$ cat src/hazard_defines.svh
`ifndef HAZARD_DEFINES_SVH
`define HAZARD_DEFINES_SVH

// Architectural field widths.
`define REG_ADDR_W      5
`define CSR_ADDR_W      12
`define TRAP_W          4

// Control code widths carried by each stage.
`define CD_CTRL_W       3
`define IFREG_SEL_W     1
`define WB_REDIRECT_W   2
`define EXE_OP_W        5
`define EXE_SRC_W       3
`define MEM_OP_W        4
`define WB_SEL_W        3

`endif
$ cat src/rv_ops_pkg.sv
`default_nettype none

`include "hazard_defines.svh"

package rv_ops_pkg;

    // Decode stage class.
    typedef enum logic [`CD_CTRL_W-1:0] {
        CD_NONE    = 3'd0,
        CD_BRANCH  = 3'd1,
        CD_JALR    = 3'd2,
        CD_JAL     = 3'd3,
        CD_FENCE_I = 3'd4,
        CD_SYSTEM  = 3'd5,
        CD_OTHER   = 3'd6
    } cd_ctrl_e;

    typedef enum logic [`IFREG_SEL_W-1:0] {
        IFREG_SEQ   = 1'b0,  // Sequential fetch.
        IFREG_ID_PC = 1'b1   // Target computed in ID.
    } ifreg_sel_e;

    typedef enum logic [`WB_REDIRECT_W-1:0] {
        WBR_NONE  = 2'd0,
        WBR_MTVEC = 2'd1,    // Trap entry.
        WBR_MEPC  = 2'd2     // Return from trap.
    } wb_redirect_e;

    // Only NOP is looked at by the hazard logic.
    typedef enum logic [`EXE_OP_W-1:0] {
        EXE_NOP  = 5'd0,
        EXE_ADD  = 5'd1,
        EXE_SUB  = 5'd2,
        EXE_AND  = 5'd3,
        EXE_OR   = 5'd4,
        EXE_XOR  = 5'd5,
        EXE_SLL  = 5'd6,
        EXE_SRL  = 5'd7,
        EXE_SRA  = 5'd8,
        EXE_SLT  = 5'd9,
        EXE_SLTU = 5'd10,
        EXE_MUL  = 5'd11,
        EXE_DIV  = 5'd12,
        EXE_REM  = 5'd13
    } exe_op_e;

    typedef enum logic [`EXE_SRC_W-1:0] {
        SRC_NONE        = 3'd0,
        SRC_R_R         = 3'd1,
        SRC_R_I         = 3'd2,
        SRC_PC_I        = 3'd3,
        SRC_R_CSR       = 3'd4,
        SRC_NOTR_CSR    = 3'd5,
        SRC_CSR_ZIMM    = 3'd6,
        SRC_CSR_NOTZIMM = 3'd7
    } exe_src_e;

    typedef enum logic [`MEM_OP_W-1:0] {
        MEM_NONE = 4'd0,
        MEM_LB   = 4'd1,
        MEM_LH   = 4'd2,
        MEM_LW   = 4'd3,
        MEM_LD   = 4'd4,
        MEM_LBU  = 4'd5,
        MEM_LHU  = 4'd6,
        MEM_LWU  = 4'd7,
        MEM_SB   = 4'd8,
        MEM_SH   = 4'd9,
        MEM_SW   = 4'd10,
        MEM_SD   = 4'd11
    } mem_op_e;

    typedef enum logic [`WB_SEL_W-1:0] {
        WB_NONE   = 3'd0,
        WB_EXE    = 3'd1,
        WB_MEM    = 3'd2,
        WB_IMM    = 3'd3,
        WB_SNPC   = 3'd4,
        WB_CSRRW  = 3'd5,
        WB_CSRRS  = 3'd6,
        WB_CSRRWI = 3'd7
    } wb_sel_e;

    typedef enum logic [`TRAP_W-1:0] {
        TRAP_NOP         = 4'd0,
        TRAP_IADDR_MIS   = 4'd1,
        TRAP_ILLEGAL     = 4'd2,
        TRAP_EBREAK      = 4'd3,
        TRAP_LADDR_MIS   = 4'd4,
        TRAP_SADDR_MIS   = 4'd5,
        TRAP_ECALL       = 4'd6,
        TRAP_MRET        = 4'd7,
        TRAP_INTERRUPT   = 4'd8
    } trap_e;

endpackage

`default_nettype wire

$ cat src/pipe_info_pkg.sv
`default_nettype none

`include "hazard_defines.svh"

package pipe_info_pkg;

    // Decode stage summary.
    typedef struct packed {
        logic                     valid;
        rv_ops_pkg::cd_ctrl_e     ctrl;
        logic [`REG_ADDR_W-1:0]   rs1;
        logic [`REG_ADDR_W-1:0]   rs2;
        rv_ops_pkg::trap_e        trap;
    } id_info_t;

    // Execute stage summary.
    typedef struct packed {
        logic                     valid;
        rv_ops_pkg::exe_op_e      op;
        rv_ops_pkg::exe_src_e     src;
        rv_ops_pkg::wb_sel_e      wb_sel;
        logic [`REG_ADDR_W-1:0]   rd;
        logic [`REG_ADDR_W-1:0]   rs1;
        logic [`REG_ADDR_W-1:0]   rs2;
        logic [`CSR_ADDR_W-1:0]   csr;
        rv_ops_pkg::trap_e        trap;
    } exe_info_t;

    // Memory stage summary.
    typedef struct packed {
        logic                     valid;
        rv_ops_pkg::mem_op_e      op;
        rv_ops_pkg::wb_sel_e      wb_sel;
        logic [`REG_ADDR_W-1:0]   rd;
        logic [`REG_ADDR_W-1:0]   rs2;
        logic [`CSR_ADDR_W-1:0]   csr;
        rv_ops_pkg::trap_e        trap;
    } mem_info_t;

    // Writeback stage summary.
    typedef struct packed {
        logic                     valid;
        rv_ops_pkg::wb_sel_e      wb_sel;
        logic [`REG_ADDR_W-1:0]   rd;
        logic [`CSR_ADDR_W-1:0]   csr;
        rv_ops_pkg::trap_e        trap;
    } wb_info_t;

    typedef struct packed {
        logic id_conflict;
        logic exe_conflict;
        logic mem_conflict;
    } hazard_flags_t;

    typedef struct packed {
        logic redirect;
        logic fence_in_id;
        logic fence_wait;         // Fence.i blocked by older work.
        logic trap_from_id;       // Trap in ID or later.
        logic trap_from_exe;      // Trap in EXE or later.
        logic trap_from_mem;      // Trap in MEM or WB.
        logic trap_wb;
    } flush_flags_t;

    typedef struct packed {
        logic if_enable;
        logic if_valid;
        logic id_enable;
        logic id_valid;
        logic exe_enable;
        logic exe_valid;
        logic mem_enable;
        logic mem_valid;
        logic wb_valid;           // Also permits the MEM access.
    } stage_ctrl_t;

endpackage

`default_nettype wire

$ cat src/pipe_hazard_unit.sv
`timescale 1ns/1ps
`default_nettype none

module pipe_hazard_unit (
    input  pipe_info_pkg::id_info_t     id_info,
    input  pipe_info_pkg::exe_info_t    exe_info,
    input  pipe_info_pkg::mem_info_t    mem_info,
    input  pipe_info_pkg::wb_info_t     wb_info,
    input  rv_ops_pkg::ifreg_sel_e      ifreg_sel,
    input  rv_ops_pkg::wb_redirect_e    wb_redirect,
    input  logic                        if_ok,
    input  logic                        mem_ok,
    output pipe_info_pkg::stage_ctrl_t  stage_ctrl
);

    import pipe_info_pkg::*;

    hazard_flags_t hazard_flags;
    flush_flags_t  flush_flags;

    operand_hazard_check u_operand_hazard_check (
        .id_info      (id_info),
        .exe_info     (exe_info),
        .mem_info     (mem_info),
        .wb_info      (wb_info),
        .hazard_flags (hazard_flags)
    );

    flush_detect u_flush_detect (
        .id_info      (id_info),
        .exe_valid    (exe_info.valid),
        .mem_valid_in (mem_info.valid),
        .exe_trap     (exe_info.trap),
        .mem_trap     (mem_info.trap),
        .wb_valid_in  (wb_info.valid),
        .wb_trap      (wb_info.trap),
        .ifreg_sel    (ifreg_sel),
        .wb_redirect  (wb_redirect),
        .flush_flags  (flush_flags)
    );

    stage_ctrl_merge u_stage_ctrl_merge (
        .hazard_flags (hazard_flags),
        .flush_flags  (flush_flags),
        .if_ok        (if_ok),
        .mem_ok       (mem_ok),
        .stage_ctrl   (stage_ctrl)
    );

endmodule

`default_nettype wire

$ cat src/stage_ctrl_merge.sv
`timescale 1ns/1ps
`default_nettype none

module stage_ctrl_merge (
    input  pipe_info_pkg::hazard_flags_t hazard_flags,
    input  pipe_info_pkg::flush_flags_t  flush_flags,
    input  logic                         if_ok,
    input  logic                         mem_ok,
    output pipe_info_pkg::stage_ctrl_t   stage_ctrl
);

    logic any_conflict;
    logic late_conflict;
    logic front_squash;

    assign any_conflict  = hazard_flags.id_conflict || hazard_flags.exe_conflict ||
                           hazard_flags.mem_conflict;
    assign late_conflict = hazard_flags.exe_conflict || hazard_flags.mem_conflict;

    // Redirect or trap kills what IF and ID hold.
    assign front_squash  = flush_flags.redirect || flush_flags.trap_from_id;

    // Enables hold a stage and everything before it.
    always_comb begin
        stage_ctrl.if_enable  = !(flush_flags.fence_wait || !mem_ok || !if_ok ||
                                  any_conflict);
        stage_ctrl.id_enable  = !(flush_flags.fence_wait || !mem_ok || any_conflict);
        stage_ctrl.exe_enable = !(!mem_ok || late_conflict);
        stage_ctrl.mem_enable = !(!mem_ok || hazard_flags.mem_conflict);
    end

    // Valids bubble below a stall or squash.
    always_comb begin
        stage_ctrl.if_valid  = !(flush_flags.fence_wait || front_squash ||
                                 hazard_flags.id_conflict);
        stage_ctrl.id_valid  = !(front_squash || flush_flags.fence_in_id);
        stage_ctrl.exe_valid = !(flush_flags.fence_in_id || flush_flags.trap_from_exe ||
                                 hazard_flags.id_conflict);
        stage_ctrl.mem_valid = !(flush_flags.trap_from_mem || hazard_flags.exe_conflict);
        stage_ctrl.wb_valid  = !(hazard_flags.mem_conflict || flush_flags.trap_wb);
    end

endmodule

`default_nettype wire

$ cat src/flush_detect.sv
`timescale 1ns/1ps
`default_nettype none

module flush_detect (
    input  pipe_info_pkg::id_info_t     id_info,
    input  logic                        exe_valid,
    input  logic                        mem_valid_in,
    input  rv_ops_pkg::trap_e           exe_trap,
    input  rv_ops_pkg::trap_e           mem_trap,
    input  logic                        wb_valid_in,
    input  rv_ops_pkg::trap_e           wb_trap,
    input  rv_ops_pkg::ifreg_sel_e      ifreg_sel,
    input  rv_ops_pkg::wb_redirect_e    wb_redirect,
    output pipe_info_pkg::flush_flags_t flush_flags
);

    import rv_ops_pkg::*;

    logic id_traps;
    logic exe_traps;
    logic mem_traps;
    logic wb_traps;
    logic fence_in_id;

    // A trap only counts for a live instruction.
    assign id_traps  = id_info.valid && (id_info.trap != TRAP_NOP);
    assign exe_traps = exe_valid && (exe_trap != TRAP_NOP);
    assign mem_traps = mem_valid_in && (mem_trap != TRAP_NOP);
    assign wb_traps  = wb_valid_in && (wb_trap != TRAP_NOP);

    assign fence_in_id = id_info.valid && (id_info.ctrl == CD_FENCE_I);

    always_comb begin
        flush_flags.redirect      = (ifreg_sel == IFREG_ID_PC) || (wb_redirect != WBR_NONE);
        flush_flags.fence_in_id   = fence_in_id;
        flush_flags.fence_wait    = fence_in_id && (exe_valid || mem_valid_in);  // Drain first.

        // Cumulative from the oldest stage upward.
        flush_flags.trap_wb       = wb_traps;
        flush_flags.trap_from_mem = mem_traps || wb_traps;
        flush_flags.trap_from_exe = exe_traps || mem_traps || wb_traps;
        flush_flags.trap_from_id  = id_traps || exe_traps || mem_traps || wb_traps;
    end

endmodule

`default_nettype wire

$ cat src/operand_hazard_check.sv
`timescale 1ns/1ps
`default_nettype none

module operand_hazard_check (
    input  pipe_info_pkg::id_info_t      id_info,
    input  pipe_info_pkg::exe_info_t     exe_info,
    input  pipe_info_pkg::mem_info_t     mem_info,
    input  pipe_info_pkg::wb_info_t      wb_info,
    output pipe_info_pkg::hazard_flags_t hazard_flags
);

    import rv_ops_pkg::*;

    logic id_rs1_read;
    logic id_rs2_read;
    logic exe_rs1_read;
    logic exe_rs2_read;
    logic exe_csr_read;
    logic mem_rs2_read;

    logic exe_rd_write;
    logic mem_rd_write;
    logic wb_rd_write;
    logic mem_csr_write;
    logic wb_csr_write;

    // Any writeback source lands in rd.
    function automatic logic writes_rd(input logic valid, input wb_sel_e sel);
        return valid && (sel != WB_NONE);
    endfunction

    function automatic logic writes_csr(input logic valid, input wb_sel_e sel);
        return valid && (sel == WB_CSRRW || sel == WB_CSRRS || sel == WB_CSRRWI);
    endfunction

    assign exe_rd_write  = writes_rd(exe_info.valid, exe_info.wb_sel);
    assign mem_rd_write  = writes_rd(mem_info.valid, mem_info.wb_sel);
    assign wb_rd_write   = writes_rd(wb_info.valid, wb_info.wb_sel);
    assign mem_csr_write = writes_csr(mem_info.valid, mem_info.wb_sel);
    assign wb_csr_write  = writes_csr(wb_info.valid, wb_info.wb_sel);

    // Branch operands are compared in ID.
    assign id_rs1_read = id_info.valid && (id_info.ctrl == CD_BRANCH || id_info.ctrl == CD_JALR);
    assign id_rs2_read = id_info.valid && (id_info.ctrl == CD_BRANCH);

    always_comb begin
        exe_rs1_read = 1'b0;
        exe_rs2_read = 1'b0;
        exe_csr_read = 1'b0;
        if (exe_info.valid && exe_info.op != EXE_NOP) begin
            case (exe_info.src)
                SRC_R_R: begin
                    exe_rs1_read = 1'b1;
                    exe_rs2_read = 1'b1;
                end
                SRC_R_I: begin
                    exe_rs1_read = 1'b1;
                end
                SRC_R_CSR, SRC_NOTR_CSR: begin
                    exe_rs1_read = 1'b1;
                    exe_csr_read = 1'b1;
                end
                SRC_CSR_ZIMM, SRC_CSR_NOTZIMM: begin
                    exe_csr_read = 1'b1;   // Immediate replaces rs1.
                end
                default: begin
                    exe_rs1_read = 1'b0;
                end
            endcase
        end
    end

    // Store data comes from rs2.
    always_comb begin
        mem_rs2_read = 1'b0;
        if (mem_info.valid) begin
            case (mem_info.op)
                MEM_SB, MEM_SH, MEM_SW, MEM_SD: mem_rs2_read = 1'b1;
                default: mem_rs2_read = 1'b0;
            endcase
        end
    end

    // Younger reader against every older writer.
    always_comb begin
        hazard_flags.id_conflict =
            (id_rs1_read && exe_rd_write && id_info.rs1 == exe_info.rd) ||
            (id_rs1_read && mem_rd_write && id_info.rs1 == mem_info.rd) ||
            (id_rs1_read && wb_rd_write  && id_info.rs1 == wb_info.rd)  ||
            (id_rs2_read && exe_rd_write && id_info.rs2 == exe_info.rd) ||
            (id_rs2_read && mem_rd_write && id_info.rs2 == mem_info.rd) ||
            (id_rs2_read && wb_rd_write  && id_info.rs2 == wb_info.rd);

        hazard_flags.exe_conflict =
            (exe_rs1_read && mem_rd_write  && exe_info.rs1 == mem_info.rd)  ||
            (exe_rs1_read && wb_rd_write   && exe_info.rs1 == wb_info.rd)   ||
            (exe_rs2_read && mem_rd_write  && exe_info.rs2 == mem_info.rd)  ||
            (exe_rs2_read && wb_rd_write   && exe_info.rs2 == wb_info.rd)   ||
            (exe_csr_read && mem_csr_write && exe_info.csr == mem_info.csr) ||
            (exe_csr_read && wb_csr_write  && exe_info.csr == wb_info.csr);

        hazard_flags.mem_conflict =
            mem_rs2_read && wb_rd_write && mem_info.rs2 == wb_info.rd;
    end

endmodule

`default_nettype wire

$ cat config.mk
export PLATFORM = sky130hd
export DESIGN_NAME = pipe_hazard_unit
export DESIGN_NICKNAME = d
export VERILOG_FILES = /design/src/rv_ops_pkg.sv /design/src/pipe_info_pkg.sv /design/src/pipe_hazard_unit.sv /design/src/stage_ctrl_merge.sv /design/src/flush_detect.sv /design/src/operand_hazard_check.sv
export VERILOG_INCLUDE_DIRS = /design/src /design/src/src
export SDC_FILE = /design/constraint.sdc
export NUM_CORES = 1
export LEC_CHECK = 0
export BUFFER_PORTS_ARGS = -buffer_cell sky130_fd_sc_hd__clkbuf_2
export CORE_MARGIN = 2
export CORE_UTILIZATION = 30
export DETAILED_ROUTE_END_ITERATION = 7
export GPL_ROUTABILITY_DRIVEN = 0
export PLACE_DENSITY_LB_ADDON = 0.15
export SLEW_MARGIN = 20
export SYNTH_ARGS = -nofsm -noshare
export SYNTH_HDL_FRONTEND = slang
export SYNTH_HIERARCHICAL = 1
export SYNTH_SLANG_ARGS = --single-unit
$ cat constraint.sdc
create_clock -name vclk -period 4.2
set_clock_uncertainty 0.1 [all_clocks]
set_input_delay 1.26 -clock vclk [all_inputs]
set_output_delay 1.26 -clock vclk [all_outputs]
set_load 0.02 [all_outputs]
### After elaboration in Yosys (flattened, before gate mapping)

Cells that the tools add are included.

| cells by class | value |
|---|---|
| reductions and logical operators | 103 |
| multiplexer cells | 8 |
| eq/ne operators | 32 |

Operators with widths:

| cell | number |
|---|---|
| 5-bit == test | 11 |
| 1-bit logical AND | 40 |
| 1-bit logical OR | 40 |
| 3-bit == test, second input constant | 11 |
| 12-bit == test | 2 |
| 4-bit == test, second input constant | 4 |
| 4-bit nonzero test | 4 |
| 4-bit OR reduction | 3 |
| 1-bit logical NOT | 11 |
| 3-bit nonzero test | 3 |
| 1-bit 2-to-1 mux | 8 |
| 3-bit by 1-bit == test with 1-bit output, second input constant | 2 |
| 3-bit by 2-bit == test with 1-bit output, second input constant | 2 |
| 5-bit nonzero test | 1 |
| 2-bit nonzero test | 1 |

| word-level totals | value |
|---|---|
| output and inout bits | 9 |
| bits in registers | 0 |

### Longest topological paths before layout

| logic depth | value |
|---|---|
| depth in word-level cells | 15 |
| depth in mapped cells | 8 |
| gate-level depth less buffers | 7 |

### By module

The synthesis kept the hierarchy.

By module, submodules not included:

| module | cells each | seq. area each (µm²) | times used | area each (µm²) |
|---|---|---|---|---|
| operand_hazard_check | 136 | 0.0 | 1 | 1052.3 |
| flush_detect | 13 | 0.0 | 1 | 110.1 |
| stage_ctrl_merge | 10 | 0.0 | 1 | 60.1 |

### Worst setup path before layout

OpenSTA, ideal clock, no wires.

| path | value |
|---|---|
| kind | in2out |
| start | in exe_info[38] (netlist name) |
| end | out stage_ctrl[8] (netlist name) |
| cell stages on the path | 6 |
| data required time | 2.840 ns |
| path buffers | 0 |
| slack | -0.077 ns |
| arrival | 2.917 ns |
| path through | or4_1 -> o21a_1 -> o2111ai_1 -> nand3_1 -> nor3b_2 -> and3_1 |

RTL lines:

| item | line | RTL |
|---|---|---|
| from (decl) | pipe_hazard_unit.sv:6 | `input pipe_info_pkg::exe_info_t exe_info,` |
| to (decl) | pipe_hazard_unit.sv:13 | `output pipe_info_pkg::stage_ctrl_t stage_ctrl` |

==> flow_summary.yaml <==
outcome:
  run_status: "finished with violations"
  failed_checks: "setup timing"
die:
  floorplan.die.width_um: 67.8
  top_level_ports: 134
  core.rowCount: 23
  floorplan.initialDensity_pct: 30.8
  design.die.area_mm2: 0.00460
  floorplan.die.height_um: 67.8
  core_region_area_mm2: 0.00397
synth:
  synth.yosys.seq_area_share_pct: 0
  synthesis.yosys.warnings: 6
  synth_cells: 159
  syn-mean-instance-area_um2: 7.69
  synth.distinct_cells: 29
  syn_area_mm2: 0.00122
  synth_fp_nets: 284
final_layout:
  nClkBuffers: 0
  layout.area.seq_um2: 0
  final_design_area_no_fill_mm2: 0.00200
  areaGrowthSynthToFinish_pct: 63.9
  layout-drive-gt1-share_pct: 52.4
  num-nets-final: 415
  nFlopsAndLatches: 0
  final-instance-count-excl-fill: 338
  antenna_cells_inserted: 0
  final_core_utilization_pct: 50.4
min_path:
  hold_class: "in2out"
worst_setup_path:
  timing.critical_path.to: "stage_ctrl[6]"
  crit_path_start_kind: "primary input"
  timing.critical_path.to_type: "output pin"
  worst-endpoint-required_ns: 2.84
  critical_path_class: "in2out"
  crit_path_max_fanout: 3
  timing.critical_path.from: "exe_info[38]"
  cp.arrival_ns: 2.88
job:
  drv_cap: 0
timing:
  final_slew_violations: 0
  finalWorstPathRequiredPeriod_ns: 4.24
  fin_crit_sh_pct: 101
  finalWorstSetupSlack_ns: -0.0428
  setup_repair_after_global_routing_missed_its_margin: "true"
  hold_ws_ns: 2.77
  report.final.hold_viol_count: 0
  number_of_endpoints_failing_setup_at_the_final_stage: 2
  fin_setup_tns_ns: -0.0790
  worst_slew_margin_pct: 64.6
  transition_time_at_the_pin_with_the_least_slew_margin_ns: 0.524
  fmax_mhz: 236
drt:
  viasPerCell: 4.73
  initialDrtViolationCount: 10
  drtAntennaViolNets: 0
  drt-total-wl_mm: 4.13
  drc_errors: 0
  overall_via_count_from_detail_route: 1599
  detailedRoute.firstPassIterationCount: 4
  routedWlPerCell_um: 12.2
power:
  ir_worst_vdd_mv: 0.0414
  leak_pwr_nw: 0.912
  power_per_cell_area_mw_per_mm2: 97.8
  p_total_uw: 196
global_route:
  grt.overflow.total: 0
  grt_start_max_net_pins: 6
  grt_use_total_pct: 16.5
  grt_pass1_vias: 1472
  antenna_found_initial: 0
  grt_first_pass_wirelength_mm: 6.04
place:
  placement.io_buffers: 132
  dp_slack_ns: -0.148
  placed_cells_incl_taps: 338
  place_hpwl_mm: 3.89
  placedInstanceArea_mm2: 0.00195
cts:
  cts_post_setup_buffers_inserted: 0
## worst min-delay path by stage
stage / start / to / slack (ns) / depth (start not counted)
final: mem_ok / stage_ctrl[2] / 2.77 / 3
after global routing: mem_ok / stage_ctrl[2] / 2.79 / 3
after CTS: mem_ok / stage_ctrl[2] / 2.77 / 3
after detailed placement: mem_ok / stage_ctrl[2] / 2.77 / 3
after global placement: mem_ok / stage_ctrl[2] / 2.77 / 3
after floorplan: mem_ok / stage_ctrl[4] / 2.57 / 1
## logic make-up after synthesis
| family | Yosys count | share of synthesized area (%) |
|---|---|---|
| xor gates and xnor gates | 80 | 57.3 |
| and+or+nand+nor | 53 | 25.6 |
| AOI/OAI and AO/OA | 17 | 13.1 |
| buffers and inverters | 9 | 3.99 |
## worst max-delay path, cell delays in order
cell	delay, ns
sky130_fd_sc_hd__clkbuf_2	0.08
sky130_fd_sc_hd__or4_4	0.52
sky130_fd_sc_hd__o21a_4	0.22
sky130_fd_sc_hd__o211ai_1	0.10
sky130_fd_sc_hd__nand3_2	0.14
sky130_fd_sc_hd__nor3b_4	0.23
sky130_fd_sc_hd__and2_2	0.16
sky130_fd_sc_hd__clkbuf_4	0.15
## Yosys cell counts
master	number	share of area (%)
sky130_fd_sc_hd__a21oi_1	1	0.41
sky130_fd_sc_hd__and2_2	1	0.61
sky130_fd_sc_hd__and3_1	1	0.51
sky130_fd_sc_hd__and4bb_2	1	1.0
sky130_fd_sc_hd__buf_2	6	2.5
sky130_fd_sc_hd__buf_4	2	1.2
sky130_fd_sc_hd__inv_1	1	0.31
sky130_fd_sc_hd__nand2_1	1	0.31
sky130_fd_sc_hd__nand2b_1	1	0.51
sky130_fd_sc_hd__nand3_1	14	5.7
sky130_fd_sc_hd__nand4_1	6	3.1
sky130_fd_sc_hd__nand4b_1	1	0.72
sky130_fd_sc_hd__nor2_1	5	1.5
sky130_fd_sc_hd__nor2b_1	3	1.5
sky130_fd_sc_hd__nor3_1	3	1.2
sky130_fd_sc_hd__nor3b_2	1	1.0
sky130_fd_sc_hd__nor4_1	13	6.7
sky130_fd_sc_hd__o2111ai_1	3	2.1
sky130_fd_sc_hd__o211ai_1	2	1.2
sky130_fd_sc_hd__o21a_1	2	1.2
sky130_fd_sc_hd__o31ai_1	2	1.2
sky130_fd_sc_hd__o31ai_2	2	2.0
sky130_fd_sc_hd__o32ai_1	1	0.72
sky130_fd_sc_hd__o41ai_1	2	1.4
sky130_fd_sc_hd__o41ai_2	2	2.7
sky130_fd_sc_hd__or3_1	1	0.51
sky130_fd_sc_hd__or4_1	1	0.61
sky130_fd_sc_hd__xnor2_1	60	43
sky130_fd_sc_hd__xor2_1	20	14
## layer usage
metal	share of wire [%]	wire length [µm]	track usage, %
met1	41	1680	19.9
met3	7.5	310	0.822
met4	0	0	0
met5	0	0	0
met2	52	2140	33.8
## timing repair
action,CTS,global route
resized for setup,7,9
pin swaps,0,6
setup endpoints to repair,3,4
gates cloned,0,0
hold buffers,0,0
## cell type report
class | count | area [µm²]
Fill cell | 416 | 1970
Multi-Input combinational cell | 150 | 1220
Timing Repair Buffer | 137 | 719
Tap cell | 50 | 62.6
Inverter | 1 | 3.75
## placed cells by master, fill, tap and decap left out, drive strengths merged
cell | synthesis | routed
nand4b | 1 | 1
nor2b | 3 | 3
inv | 1 | 1
o41ai | 4 | 4
nor4 | 13 | 13
xor2 | 20 | 20
o211ai | 2 | 2
clkbuf | 0 | 129
or3 | 1 | 1
xnor2 | 60 | 60
nor2 | 5 | 5
and4bb | 1 | 1
o21a | 2 | 2
buf | 8 | 8
nand3 | 14 | 14
nand2 | 1 | 1
o2111ai | 3 | 3
and2 | 1 | 1
o32ai | 1 | 1
nand2b | 1 | 1
nor3 | 3 | 3
a21oi | 1 | 1
and3 | 1 | 1
nand4 | 6 | 6
nor3b | 1 | 1
or4 | 1 | 1
o31ai | 4 | 4
## report_power, final
| group | internal, mW | switching (mW) |
|---|---|---|
| combinational | 0.107 | 0.0888 |
| clock | 0 | 0 |
| sequential | 0 | 0 |
No activity file was read; power rests on OpenSTA's default activity.
